`src/crc_lane_defs.svh`:
```
`ifndef CRC_LANE_DEFS_SVH
`define CRC_LANE_DEFS_SVH

// Beat field widths of the lane
`define IDI_DATA_W  64
`define IDI_DT_W    6
`define IDI_WC_W    16
`define IDI_VC_W    4
`define IDI_BE_W    3

// Reflected CRC-32 as used on the link
`define CRC_W       32
`define CRC_POLY    32'hEDB88320
`define CRC_INIT    32'hFFFFFFFF
`define CRC_XOR_OUT 32'hFFFFFFFF

// Data types whose payload is byte-reversed ahead of the CRC
`define DT_SWAP_A   6'h1a
`define DT_SWAP_B   6'h1e

// Valid bytes per beat, 0 to 8
`define BYTE_CNT_W  4

`endif
```
`src/crc_lane_pkg.sv`:
```
`default_nettype none

package crc_lane_pkg;

    // Packet state machine of one lane
    typedef enum logic [2:0] {
        SILENT      = 3'd0,
        IDLE        = 3'd1,
        LONG_HEADER = 3'd2,
        LONG_DATA   = 3'd3,
        LONG_CRC    = 3'd4
    } pkt_state_e;

    // Kind of slice handed to the CRC engine
    typedef enum logic [1:0] {
        MIDDLE = 2'd0,
        FIRST  = 2'd1,
        LAST   = 2'd2
    } slice_kind_e;

endpackage

`default_nettype wire

```
`src/crc_lane_ifs.sv`:
```
`timescale 1ns/1ps
`default_nettype none
`include "crc_lane_defs.svh"

// One input beat of the lane as seen by the CRC blocks
interface idi_beat_if;
    logic                   tunnel_mode_en;
    logic                   header_en;
    logic [`IDI_DT_W-1:0]   data_type;
    logic [`IDI_WC_W-1:0]   word_count;
    logic [`IDI_VC_W-1:0]   virtual_channel;
    logic [`IDI_DATA_W-1:0] data;
    logic                   data_en;
    logic [`IDI_BE_W-1:0]   byte_en;

    modport src (output tunnel_mode_en, header_en, data_type, word_count,
                 virtual_channel, data, data_en, byte_en);
    modport snk (input tunnel_mode_en, header_en, data_type, word_count,
                 virtual_channel, data, data_en, byte_en);
endinterface

// Slice request into the CRC engine, driven by three blocks
interface crc_feed_if;
    logic                      req;
    crc_lane_pkg::slice_kind_e slice;
    logic [`IDI_DATA_W-1:0]    data;
    logic [`BYTE_CNT_W-1:0]    byte_cnt;

    modport drv_fsm (output req, slice);
    modport drv_prep (input byte_cnt, output data);
    modport drv_cnt (output byte_cnt);
    modport eng (input req, slice, data, byte_cnt);
endinterface

`default_nettype wire

```
`src/crc_gen_lane.sv`:
```
`timescale 1ns/1ps
`default_nettype none
`include "crc_lane_defs.svh"

module crc_gen_lane (
    input  wire                     clk,
    input  wire                     rst_n,
    input  wire                     crc_gen_dis,
    input  wire                     link_up,
    input  wire                     in_tunnel_mode_en,
    input  wire                     in_header_en,
    input  wire [`IDI_DT_W-1:0]     in_data_type,
    input  wire [`IDI_WC_W-1:0]     in_word_count,
    input  wire [`IDI_VC_W-1:0]     in_virtual_channel,
    input  wire [`IDI_DATA_W-1:0]   in_data,
    input  wire                     in_data_en,
    input  wire [`IDI_BE_W-1:0]     in_byte_en,
    output logic                    out_tunnel_mode_en,
    output logic                    out_header_en,
    output logic [`IDI_DT_W-1:0]    out_data_type,
    output logic [`IDI_WC_W-1:0]    out_word_count,
    output logic [`IDI_VC_W-1:0]    out_virtual_channel,
    output logic [`IDI_DATA_W-1:0]  out_data,
    output logic                    out_data_en,
    output logic [`IDI_BE_W-1:0]    out_byte_en,
    output logic                    pkt_crc_en,
    output logic [`CRC_W-1:0]       pkt_crc
);

    logic              load;
    logic              beat_stb;
    logic              crc_done;
    logic [`CRC_W-1:0] crc_value;

    idi_beat_if beat_bus ();
    crc_feed_if feed_bus ();

    assign beat_bus.tunnel_mode_en  = in_tunnel_mode_en;
    assign beat_bus.header_en       = in_header_en;
    assign beat_bus.data_type       = in_data_type;
    assign beat_bus.word_count      = in_word_count;
    assign beat_bus.virtual_channel = in_virtual_channel;
    assign beat_bus.data            = in_data;
    assign beat_bus.data_en         = in_data_en;
    assign beat_bus.byte_en         = in_byte_en;

    pkt_crc_fsm u_fsm (
        .clk      (clk),
        .rst_n    (rst_n),
        .link_up  (link_up),
        .beat     (beat_bus.snk),
        .feed     (feed_bus.drv_fsm),
        .load     (load),
        .beat_stb (beat_stb)
    );

    byte_remain_counter u_cnt (
        .clk      (clk),
        .rst_n    (rst_n),
        .load     (load),
        .beat_stb (beat_stb),
        .beat     (beat_bus.snk),
        .feed     (feed_bus.drv_cnt)
    );

    crc_data_prep u_prep (
        .beat (beat_bus.snk),
        .feed (feed_bus.drv_prep)
    );

    crc32_engine u_crc (
        .clk       (clk),
        .rst_n     (rst_n),
        .feed      (feed_bus.eng),
        .crc_done  (crc_done),
        .crc_value (crc_value)
    );

    // The engine pulse lines up with the first low out_header_en of the packet
    assign pkt_crc_en = ~crc_gen_dis & crc_done;
    assign pkt_crc    = crc_gen_dis ? '0 : crc_value;

    always_ff @(posedge clk or negedge rst_n) begin
        if (!rst_n) begin
            out_tunnel_mode_en  <= 1'b0;
            out_header_en       <= 1'b0;
            out_data_type       <= '0;
            out_word_count      <= '0;
            out_virtual_channel <= '0;
            out_data            <= '0;
            out_data_en         <= 1'b0;
            out_byte_en         <= '0;
        end else begin
            out_tunnel_mode_en  <= in_tunnel_mode_en;
            out_header_en       <= in_header_en;
            out_data_type       <= in_data_type;
            out_word_count      <= in_word_count;
            out_virtual_channel <= in_virtual_channel;
            out_data            <= in_data;
            out_data_en         <= in_data_en;
            out_byte_en         <= in_byte_en;
        end
    end

endmodule

`default_nettype wire

```
`src/crc32_engine.sv`:
```
`timescale 1ns/1ps
`default_nettype none
`include "crc_lane_defs.svh"

module crc32_engine (
    input  wire                    clk,
    input  wire                    rst_n,
    crc_feed_if.eng                feed,
    output logic                   crc_done,
    output logic [`CRC_W-1:0]      crc_value
);

    localparam int BEAT_BYTES = `IDI_DATA_W / 8;

    logic [`CRC_W-1:0] crc_acc;
    logic [`CRC_W-1:0] crc_next;

    // One byte through the reflected CRC-32, LSB first
    function automatic logic [`CRC_W-1:0] crc_byte(input logic [`CRC_W-1:0] crc_in,
                                                   input logic [7:0]        byte_in);
        logic [`CRC_W-1:0] c;
        c = crc_in ^ {{(`CRC_W-8){1'b0}}, byte_in};
        for (int b = 0; b < 8; b++) begin
            if (c[0])
                c = (c >> 1) ^ `CRC_POLY;
            else
                c = c >> 1;
        end
        return c;
    endfunction

    always_comb begin
        if (feed.slice == crc_lane_pkg::FIRST)
            crc_next = `CRC_INIT;
        else
            crc_next = crc_acc;
        for (int i = 0; i < BEAT_BYTES; i++) begin
            if (i < feed.byte_cnt)
                crc_next = crc_byte(crc_next, feed.data[i*8 +: 8]);
        end
    end

    always_ff @(posedge clk or negedge rst_n) begin
        if (!rst_n) begin
            crc_acc   <= `CRC_INIT;
            crc_done  <= 1'b0;
            crc_value <= '0;
        end else begin
            crc_done <= feed.req && (feed.slice == crc_lane_pkg::LAST);
            if (feed.req) begin
                if (feed.slice == crc_lane_pkg::LAST) begin
                    // LAST has no bytes, so crc_next is the finished accumulator
                    crc_value <= crc_next ^ `CRC_XOR_OUT;
                    crc_acc   <= `CRC_INIT;
                end else begin
                    crc_acc <= crc_next;
                end
            end
        end
    end

endmodule

`default_nettype wire

```
`src/crc_data_prep.sv`:
```
`timescale 1ns/1ps
`default_nettype none
`include "crc_lane_defs.svh"

module crc_data_prep (
    idi_beat_if.snk       beat,
    crc_feed_if.drv_prep  feed
);

    localparam int BEAT_BYTES = `IDI_DATA_W / 8;

    logic                   swap_en;
    logic [`IDI_DATA_W-1:0] swapped;
    logic [`IDI_DATA_W-1:0] ordered;

    assign swap_en = (beat.data_type == `DT_SWAP_A) || (beat.data_type == `DT_SWAP_B) ||
                     beat.tunnel_mode_en;

    always_comb begin
        for (int i = 0; i < BEAT_BYTES; i++) begin
            swapped[i*8 +: 8] = beat.data[(BEAT_BYTES-1-i)*8 +: 8];
        end
    end

    assign ordered = swap_en ? swapped : beat.data;

    // Byte 0 sits in bits 7:0, everything past the valid count is padding
    always_comb begin
        for (int i = 0; i < BEAT_BYTES; i++) begin
            if (i < feed.byte_cnt)
                feed.data[i*8 +: 8] = ordered[i*8 +: 8];
            else
                feed.data[i*8 +: 8] = 8'd0;
        end
    end

endmodule

`default_nettype wire

```
`src/byte_remain_counter.sv`:
```
`timescale 1ns/1ps
`default_nettype none
`include "crc_lane_defs.svh"

module byte_remain_counter (
    input  wire          clk,
    input  wire          rst_n,
    input  wire          load,
    input  wire          beat_stb,
    idi_beat_if.snk      beat,
    crc_feed_if.drv_cnt  feed
);

    localparam int BEAT_BYTES = `IDI_DATA_W / 8;

    logic [`IDI_WC_W-1:0] remain;

    // Full beats carry eight bytes, the tail beat carries what is left
    always_comb begin
        if (!beat_stb)
            feed.byte_cnt = '0;
        else if (remain >= `IDI_WC_W'(BEAT_BYTES))
            feed.byte_cnt = `BYTE_CNT_W'(BEAT_BYTES);
        else
            feed.byte_cnt = remain[`BYTE_CNT_W-1:0];
    end

    always_ff @(posedge clk or negedge rst_n) begin
        if (!rst_n) begin
            remain <= '0;
        end else if (load) begin
            remain <= beat.word_count;
        end else if (beat_stb) begin
            remain <= remain - `IDI_WC_W'(feed.byte_cnt);
        end
    end

endmodule

`default_nettype wire

```
`src/pkt_crc_fsm.sv`:
```
`timescale 1ns/1ps
`default_nettype none

module pkt_crc_fsm (
    input  wire                clk,
    input  wire                rst_n,
    input  wire                link_up,
    idi_beat_if.snk            beat,
    crc_feed_if.drv_fsm        feed,
    output logic               load,
    output logic               beat_stb
);

    crc_lane_pkg::pkt_state_e state;
    crc_lane_pkg::pkt_state_e next_state;
    logic                     header_en_d1;
    logic                     long_hdr;
    logic                     payload;
    logic                     header_dn;
    logic                     first_slice;
    logic                     middle_slice;
    logic                     last_slice;

    // A long header is the rising header strobe with no data and a long data type
    assign long_hdr  = ~header_en_d1 & beat.header_en & ~beat.data_en & (|beat.data_type[5:2]);
    assign payload   = beat.header_en & beat.data_en;
    assign header_dn = header_en_d1 & ~beat.header_en;

    always_ff @(posedge clk or negedge rst_n) begin
        if (!rst_n) begin
            header_en_d1 <= 1'b0;
            state        <= crc_lane_pkg::SILENT;
        end else begin
            header_en_d1 <= beat.header_en;
            state        <= next_state;
        end
    end

    always_comb begin
        next_state = crc_lane_pkg::SILENT;
        if (link_up) begin
            case (state)
                crc_lane_pkg::SILENT: begin
                    next_state = crc_lane_pkg::IDLE;
                end
                crc_lane_pkg::IDLE: begin
                    if (long_hdr)
                        next_state = crc_lane_pkg::LONG_HEADER;
                    else if (payload)
                        next_state = crc_lane_pkg::LONG_DATA;
                    else
                        next_state = crc_lane_pkg::IDLE;
                end
                crc_lane_pkg::LONG_HEADER: begin
                    if (payload)
                        next_state = crc_lane_pkg::LONG_DATA;
                    else if (header_dn)
                        next_state = crc_lane_pkg::LONG_CRC;
                    else
                        next_state = crc_lane_pkg::LONG_HEADER;
                end
                crc_lane_pkg::LONG_DATA: begin
                    if (header_dn)
                        next_state = crc_lane_pkg::LONG_CRC;
                    else
                        next_state = crc_lane_pkg::LONG_DATA;
                end
                crc_lane_pkg::LONG_CRC: begin
                    next_state = crc_lane_pkg::IDLE;
                end
                default: begin
                    next_state = crc_lane_pkg::SILENT;
                end
            endcase
        end
    end

    assign first_slice  = (state == crc_lane_pkg::LONG_HEADER) &&
                          (next_state == crc_lane_pkg::LONG_DATA) && payload;
    assign middle_slice = (state == crc_lane_pkg::LONG_DATA) &&
                          (next_state == crc_lane_pkg::LONG_DATA) && payload;
    // The end cycle closes the packet, a link drop never reaches LONG_CRC
    assign last_slice   = ((state == crc_lane_pkg::LONG_DATA) ||
                           (state == crc_lane_pkg::LONG_HEADER)) &&
                          (next_state == crc_lane_pkg::LONG_CRC);

    assign feed.req   = first_slice | middle_slice | last_slice;
    assign feed.slice = first_slice ? crc_lane_pkg::FIRST :
                        last_slice  ? crc_lane_pkg::LAST  : crc_lane_pkg::MIDDLE;

    assign load     = (state == crc_lane_pkg::IDLE) && (next_state == crc_lane_pkg::LONG_HEADER);
    assign beat_stb = first_slice | middle_slice;

endmodule

`default_nettype wire

```
`config.mk`:
```
export PLATFORM = sky130hd
export DESIGN_NAME = crc_gen_lane
export DESIGN_NICKNAME = d
export VERILOG_FILES = /design/src/crc_lane_pkg.sv /design/src/crc_lane_ifs.sv /design/src/crc_gen_lane.sv /design/src/crc32_engine.sv /design/src/crc_data_prep.sv /design/src/byte_remain_counter.sv /design/src/pkt_crc_fsm.sv
export VERILOG_INCLUDE_DIRS = /design/src
export SDC_FILE = /design/constraint.sdc
export NUM_CORES = 1
export LEC_CHECK = 0
export ABC_AREA = 1
export BUFFER_PORTS_ARGS = -buffer_cell sky130_fd_sc_hd__buf_2
export CORE_ASPECT_RATIO = 1.75
export CORE_MARGIN = 10
export CORE_UTILIZATION = 45
export DETAILED_ROUTE_END_ITERATION = 8
export SLEW_MARGIN = 0
export SYNTH_ARGS = -nofsm -noshare
export SYNTH_HDL_FRONTEND = slang
export SYNTH_SLANG_ARGS = --single-unit
export TNS_END_PERCENT = 10
```
`constraint.sdc`:
```
create_clock -name clk -period 9.72 [get_ports clk]
set_input_delay 1.458 -clock clk [delete_from_list [all_inputs] [get_ports clk]]
set_output_delay 1.458 -clock clk [all_outputs]
set_load 0.01 [all_outputs]
```
==> flow_summary.yaml, run 1 <==
critical_path:
  cp_common_cell: "nand2_1"
  end_kind: "flop"
  critPathKind: "in -> reg"
  required_ns: 10.11
  crit_arrival_ns: 9.49
  crit_buf_inv: 6
  cp_top_family: "simple AND/OR/NAND/NOR gates"
  slowest_stage: "nand3_1"
  r2r_end: "u_crc.crc_acc[10]"
  reg2reg_depth: 60
  cp_max_fo: 8
  r2r_start: "u_fsm.state[1]"
  critPathLaunchType: "input port"
  cpPeakStageDelay_ns: 0.25
  r2r_slack_ns: 1.18
sta:
  period_share: 0.9360
  setup_ws_ns: 0.6217
  tightest_slew_ns: 0.9649
  skew_ns: 0.02040
  maxSlewViolCount: 0
  fmax_ghz: 0.1099
  rsz0062_at_grt: "true"
  finalSetupViolations: 0
  hold_viol: 0
  min_period_ns: 9.098
  slew_headroom: 0.3500
detailed_routing:
  wl_per_cell_microns: 20.91
  first_pass_iters: 6
  first_iter_violations: 2552
  drc: 0
  drtAntennaViolNets: 0
  vias: 29440
  via_per_inst: 5.451
  drt-total-wl_microns: 113000
placed_design:
  placed_cells: 5362
  place_hpwl_microns: 94130
  gp_congestion: 1.062
  port_buffers: 228
  pre_cts_ws_ns: 0.1048
layout:
  utilization: 0.5900
  drive_gt1_frac: 0.2587
  areaGrowthSynthToFinish_pct: 29.57
  instances_no_fill: 5401
  fill_cells: 5206
  nets: 4831
cts:
  htreeDepth: 4
  clkTransAtPathRegs_ns: 0.09
  cts-root-buf: "clkbuf_16"
  clock_sinks: 180
  clockBufferDepth: 2
  cts_tree: "built"
  clk-insertion-delay-late_ns: 0.48
  cts_buffers: 17
yosys:
  synth_fp_nets: 4141
  synth_cells: 4036
  synth_most_common_cell: "nand2_1"
  synth-async-reset-ratio: 1.000
  syn_area_per_cell_sq_um: 5.595
  yosysTopAreaCell: "nand2_1"
  synth_edf_count: 0
  ys_seq_elements: 180
  ys_warn_count: 0
  synth.top_cell.area_share: 0.3040
  synthTopCellsByCount: "1829 x nand2_1, 788 x nand3_1, 294 x inv_1, 158 x nand2_2, 155 x nor2_1"
  netlist_area_sq_um: 22580
  yosys-top-cells-area: "nand2_1 30%, nand3_1 17%, dfrtp_1 16%, inv_1 4.9%, nand2_2 4.4%"
  synth.distinct_cells: 53
  seq_area_frac_synth: 0.2013
  synth_flop_cell: "dfrtp_1"
worst_hold_path:
  whs_path_depth: 2
  min_path_type: "reg -> reg"
  holdPathEnd: "u_crc.crc_value[19]"
  hold_start: "u_crc.crc_value[19]"
floorplanning:
  pin_count: 229
  die_x_microns: 189.3
  die_area_sq_um: 59890
  core_sq_um: 49590
  die_height_microns: 316.3
  initial_core_util: 0.4553
  rows: 108
grt:
  grt_pass1_wl_microns: 166600
  grt-ovfl-total: 0
  grt_max_degree: 68
  grt_pass1_vias: 28340
  grt_antenna_before_repair: 3
  grt_use_total: 0.3673
power:
  total_leakage_power_uw: 0.01653
  p_per_area_nw_per_um2: 394.9
  ir_drop_v: 0.0001805
flow_run:
  drv_cap: 0
run_status:
  status: "completed"
## how the worst max path moves through the flow
stage,cells past startpoint,startpoint,to
after floorplan,70,in_header_en,u_crc.crc_value[15]
after global placement,64,in_data_type[4],u_crc.crc_acc[10]
after detailed placement,65,in_data_type[4],u_crc.crc_acc[10]
after CTS,65,in_data_type[4],u_crc.crc_acc[10]
after global routing,72,in_data_type[4],u_crc.crc_value[23]
final,63,in_data_type[4],u_crc.crc_acc[10]
## registers in the layout, indices dropped and copies added (netlist names), 3 cells and up
register / count
out_byte_en: 3
out_data: 64
out_data_type: 6
out_virtual_channel: 4
out_word_count: 16
u_cnt.remain: 16
u_crc.crc_acc: 32
u_crc.crc_value: 32
u_fsm.state: 3
## layer usage
layer / track usage / vias to the layer above / routed length (microns) / part of all wire
li1: - / 14300 / - / -
met1: 0.3626 / 13370 / 38640 / 0.34
met2: 0.6366 / 1331 / 54450 / 0.48
met3: 0.06346 / 443 / 7108 / 0.063
met4: 0.3601 / 0 / 12750 / 0.11
met5: 0 / - / 0 / 0
## report_power, final
group,leakage (uW),switching [uW],internal (uW)
sequential,0.00210,78.4,966
combinational,0.0141,6060,3670
clock,0.000308,419,362
total,0.0165,6560,4990
## layout by cell type, fill, tap and decap left out, types with 20 or more instances in the layout
cell type and n:
buf_2 227, buf_4 537, dfrtp_1 148, dfstp_2 32, inv_1 292, inv_2 23, nand2_1 1802, nand2_2 173
nand2_4 44, nand3_1 782, nand3_2 88, nand4_1 20, nor2_1 150, o21ai_0 103, o21ai_1 23, xor2_1 84
## kinds of logic (layout without fill, tap and decap cells)
logic type / after synthesis / in the layout / share of synthesized area
xor+xnor: 112 / 112 / 0.04660
simple gates: 3110 / 3110 / 0.6202
other cells: 0 / 2 / 0
compound gates: 179 / 179 / 0.04511
mux: 12 / 12 / 0.005320
flops: 180 / 180 / 0.2013
fa+ha+maj: 5 / 5 / 0.003103
buf+inv: 438 / 1141 / 0.07846
## worst reg2reg max path, delay by kind of cell, from the launching register on
family          cells  cell delay [ns]
xor+xnor            3             0.56
buf+inv             5             0.82
flops               1             0.43
simple gates       51             6.48
compound gates      1             0.16
## metrics by stage
step           total power (uW)  TNS [ns]  area [sq um]  hold slack (ns)
3_5_place_dp              10430         0         28370           0.4659
3_3_place_gp              10420         0         28370           0.4671
2_1_floorplan              6423         0         22580           0.4488
4_1_cts                   11250         0         29010           0.4920
5_1_grt                   12430   -0.1505         29260           0.5127
6_report                  11550         0         29260           0.4903
## final cells by class
cell class	instances	area (sq um)	share of cell area
well taps	660	825.8	0.02822
multi-input cells	3418	16490	0.5635
flip-flops and latches	180	4544	0.1553
diodes	2	5.005	0.0001711
inverters	327	1237	0.04229
clock inverters	15	215.2	0.007355
clock buffers	17	425.4	0.01454
repair buffers	782	5518	0.1886
## repair_timing
| item | in CTS | in global routing |
|---|---|---|
| resized for setup | 0 | 53 |
| setup buffers | 0 | 4 |
| endpoints found under the setup margin | 0 | 62 |
| hold buffers | 0 | 0 |
No activity file was read; power rests on OpenSTA's default activity.
==> run 2: changes to the inputs <==
CELL_PAD_IN_SITES_DETAIL_PLACEMENT = 0   (was not set)
CELL_PAD_IN_SITES_GLOBAL_PLACEMENT = 2   (was not set)
CORE_UTILIZATION = 34   (was 45)
PLACE_DENSITY_LB_ADDON = 0.1   (was not set)
==> run 2 against run 1 <==
  * Via count shrank 3.2%
  * Clock power down 5.8%
  * Sequential power is essentially flat
  * Clock skew is 0.0062 ns lower
  * Highest routed layer unchanged
==> flow_summary.yaml, run 2 (synthesis results as in run 1) <==
critical_path:
  cp_top_family: "simple AND/OR/NAND/NOR gates"
  cp_max_fo: 10
  reg2reg_depth: 68
  crit_buf_inv: 8
  r2r_start: "u_cnt.remain[12]"
  cp_common_cell: "nand2_1"
  crit_arrival_ns: 9.43
  required_ns: 10.18
  slowest_stage: "nand2_2"
  r2r_end: "u_crc.crc_value[19]"
  r2r_slack_ns: 0.98
  end_kind: "flop"
  cpPeakStageDelay_ns: 0.29
  critPathKind: "in -> reg"
  critPathLaunchType: "input port"
cts:
  clkTransAtPathRegs_ns: 0.09
  clockBufferDepth: 2
  clock_sinks: 180
  cts-root-buf: "clkbuf_16"
  clk-insertion-delay-late_ns: 0.52
  cts_buffers: 17
  cts_tree: "built"
  htreeDepth: 4
flow_run:
  drv_cap: 0
layout:
  reg_top3: "out_data x64, u_crc.crc_acc x32, u_crc.crc_value x32"
  layout_commonest_cell: "nand2_1"
  areaGrowthSynthToFinish_pct: 31.05
  final_cell_mix: "1822 x nand2_1, 783 x nand3_1, 564 x buf_4"
  largest_register: "out_data"
  drive_gt1_frac: 0.2566
  instances_no_fill: 5657
  final_area_sq_um: 29590
  largest_reg_flops: 64
  nets: 4858
power:
  ir_drop_v: 0.0002056
  p_per_area_nw_per_um2: 388.5
  total_leakage_power_uw: 0.01664
grt:
  grt_max_degree: 69
  grt_antenna_before_repair: 2
  grt_use_total: 0.2993
  grt-ovfl-total: 0
  grt_pass1_wl_microns: 174500
  grt_pass1_vias: 27960
sta:
  maxSlewViolCount: 0
  min_period_ns: 8.967
  hold_viol: 0
  fmax_ghz: 0.1115
  skew_ns: 0.01415
  whs_ns: 0.4852
  rsz0062_at_grt: "true"
  period_share: 0.9226
  tightest_slew_ns: 1.015
  setup_ws_ns: 0.7526
  slew_headroom: 0.3189
  finalSetupViolations: 0
placed_design:
  place_area_sq_um: 28890
  pre_cts_ws_ns: 0.1507
  port_buffers: 228
  gp_congestion: 0.9979
  place_hpwl_microns: 101100
  placed_cells: 5618
detailed_routing:
  drt-total-wl_microns: 118700
  drtAntennaViolNets: 0
  vias: 28510
  drc: 0
  first_iter_violations: 1903
  first_pass_iters: 6
  via_per_inst: 5.039
  wl_per_cell_microns: 20.98
floorplanning:
  rows: 125
  die_area_sq_um: 77530
  die_x_microns: 214.8
  core_sq_um: 66160
  die_height_microns: 360.9
  pin_count: 229
  initial_core_util: 0.3413
worst_hold_path:
  holdPathEnd: "u_crc.crc_value[25]"
  hold_start: "u_crc.crc_value[25]"
  min_path_type: "reg -> reg"
  whs_path_depth: 2
run_status:
  status: "completed"
run 2: routing by layer:
layer	vias up	global-route usage	wire length, microns
met2	877	0.5333	59230
met1	13000	0.3100	44070
met4	0	0.2378	10220
met3	293	0.04328	5172
met5	-	0	0
li1	14340	-	-
run 2: timing repair:
| item | in CTS | in global routing |
|---|---|---|
| endpoints found under the setup margin | 0 | 50 |
| gates resized for setup | 0 | 15 |
| setup buffers | 0 | 5 |
| hold buffers | 0 | 0 |
run 2: cell type report:
type	count	area [sq um]
Antenna cell	2	5.005
Clock buffer	17	425.4
Clock inverter	15	176.4
Fill cell	7395	36570
Inverter	327	1237
Multi-Input combinational cell	3418	16370
Sequential cell	180	4544
Tap cell	889	1112
Timing Repair Buffer	809	5724
run 2: per-stage QoR:
stage / power (uW) / setup TNS (ns) / utilization
6_report: 11500 / 0 / 0.4473
5_1_grt: 12490 / -0.01587 / 0.4472
4_1_cts: 11430 / 0 / 0.4458
3_5_place_dp: 10630 / 0 / 0.4367
3_3_place_gp: 10650 / 0 / 0.4367
2_1_floorplan: 6423 / 0 / -
run 2: worst max path at each step:
stage	start	end	slack, ns	cells after the start
5_1_grt	in_data_type[5]	u_crc.crc_value[26]	-0.02	62
3_3_place_gp	in_data_type[2]	u_crc.crc_value[14]	0.1	70
2_1_floorplan	in_header_en	u_crc.crc_value[15]	2.52	70
3_5_place_dp	in_data_type[4]	u_crc.crc_value[26]	0.15	63
6_report	in_data_type[5]	u_crc.crc_value[14]	0.75	67
4_1_cts	in_data_type[4]	u_crc.crc_value[26]	0.70	63
run 2: power breakdown:
group	total, uW	internal [uW]	switching, uW
combinational	9710	3670	6050
sequential	1040	966	78.1
clock	737	347	390
run 2: worst register-to-register path, delay by kind of cell (launching register included):
family	cells	cell delay, ns
simple gates	58	6.62
compound gates	1	0.15
buf+inv	8	1.26
flops	1	0.41
xor+xnor	1	0.18
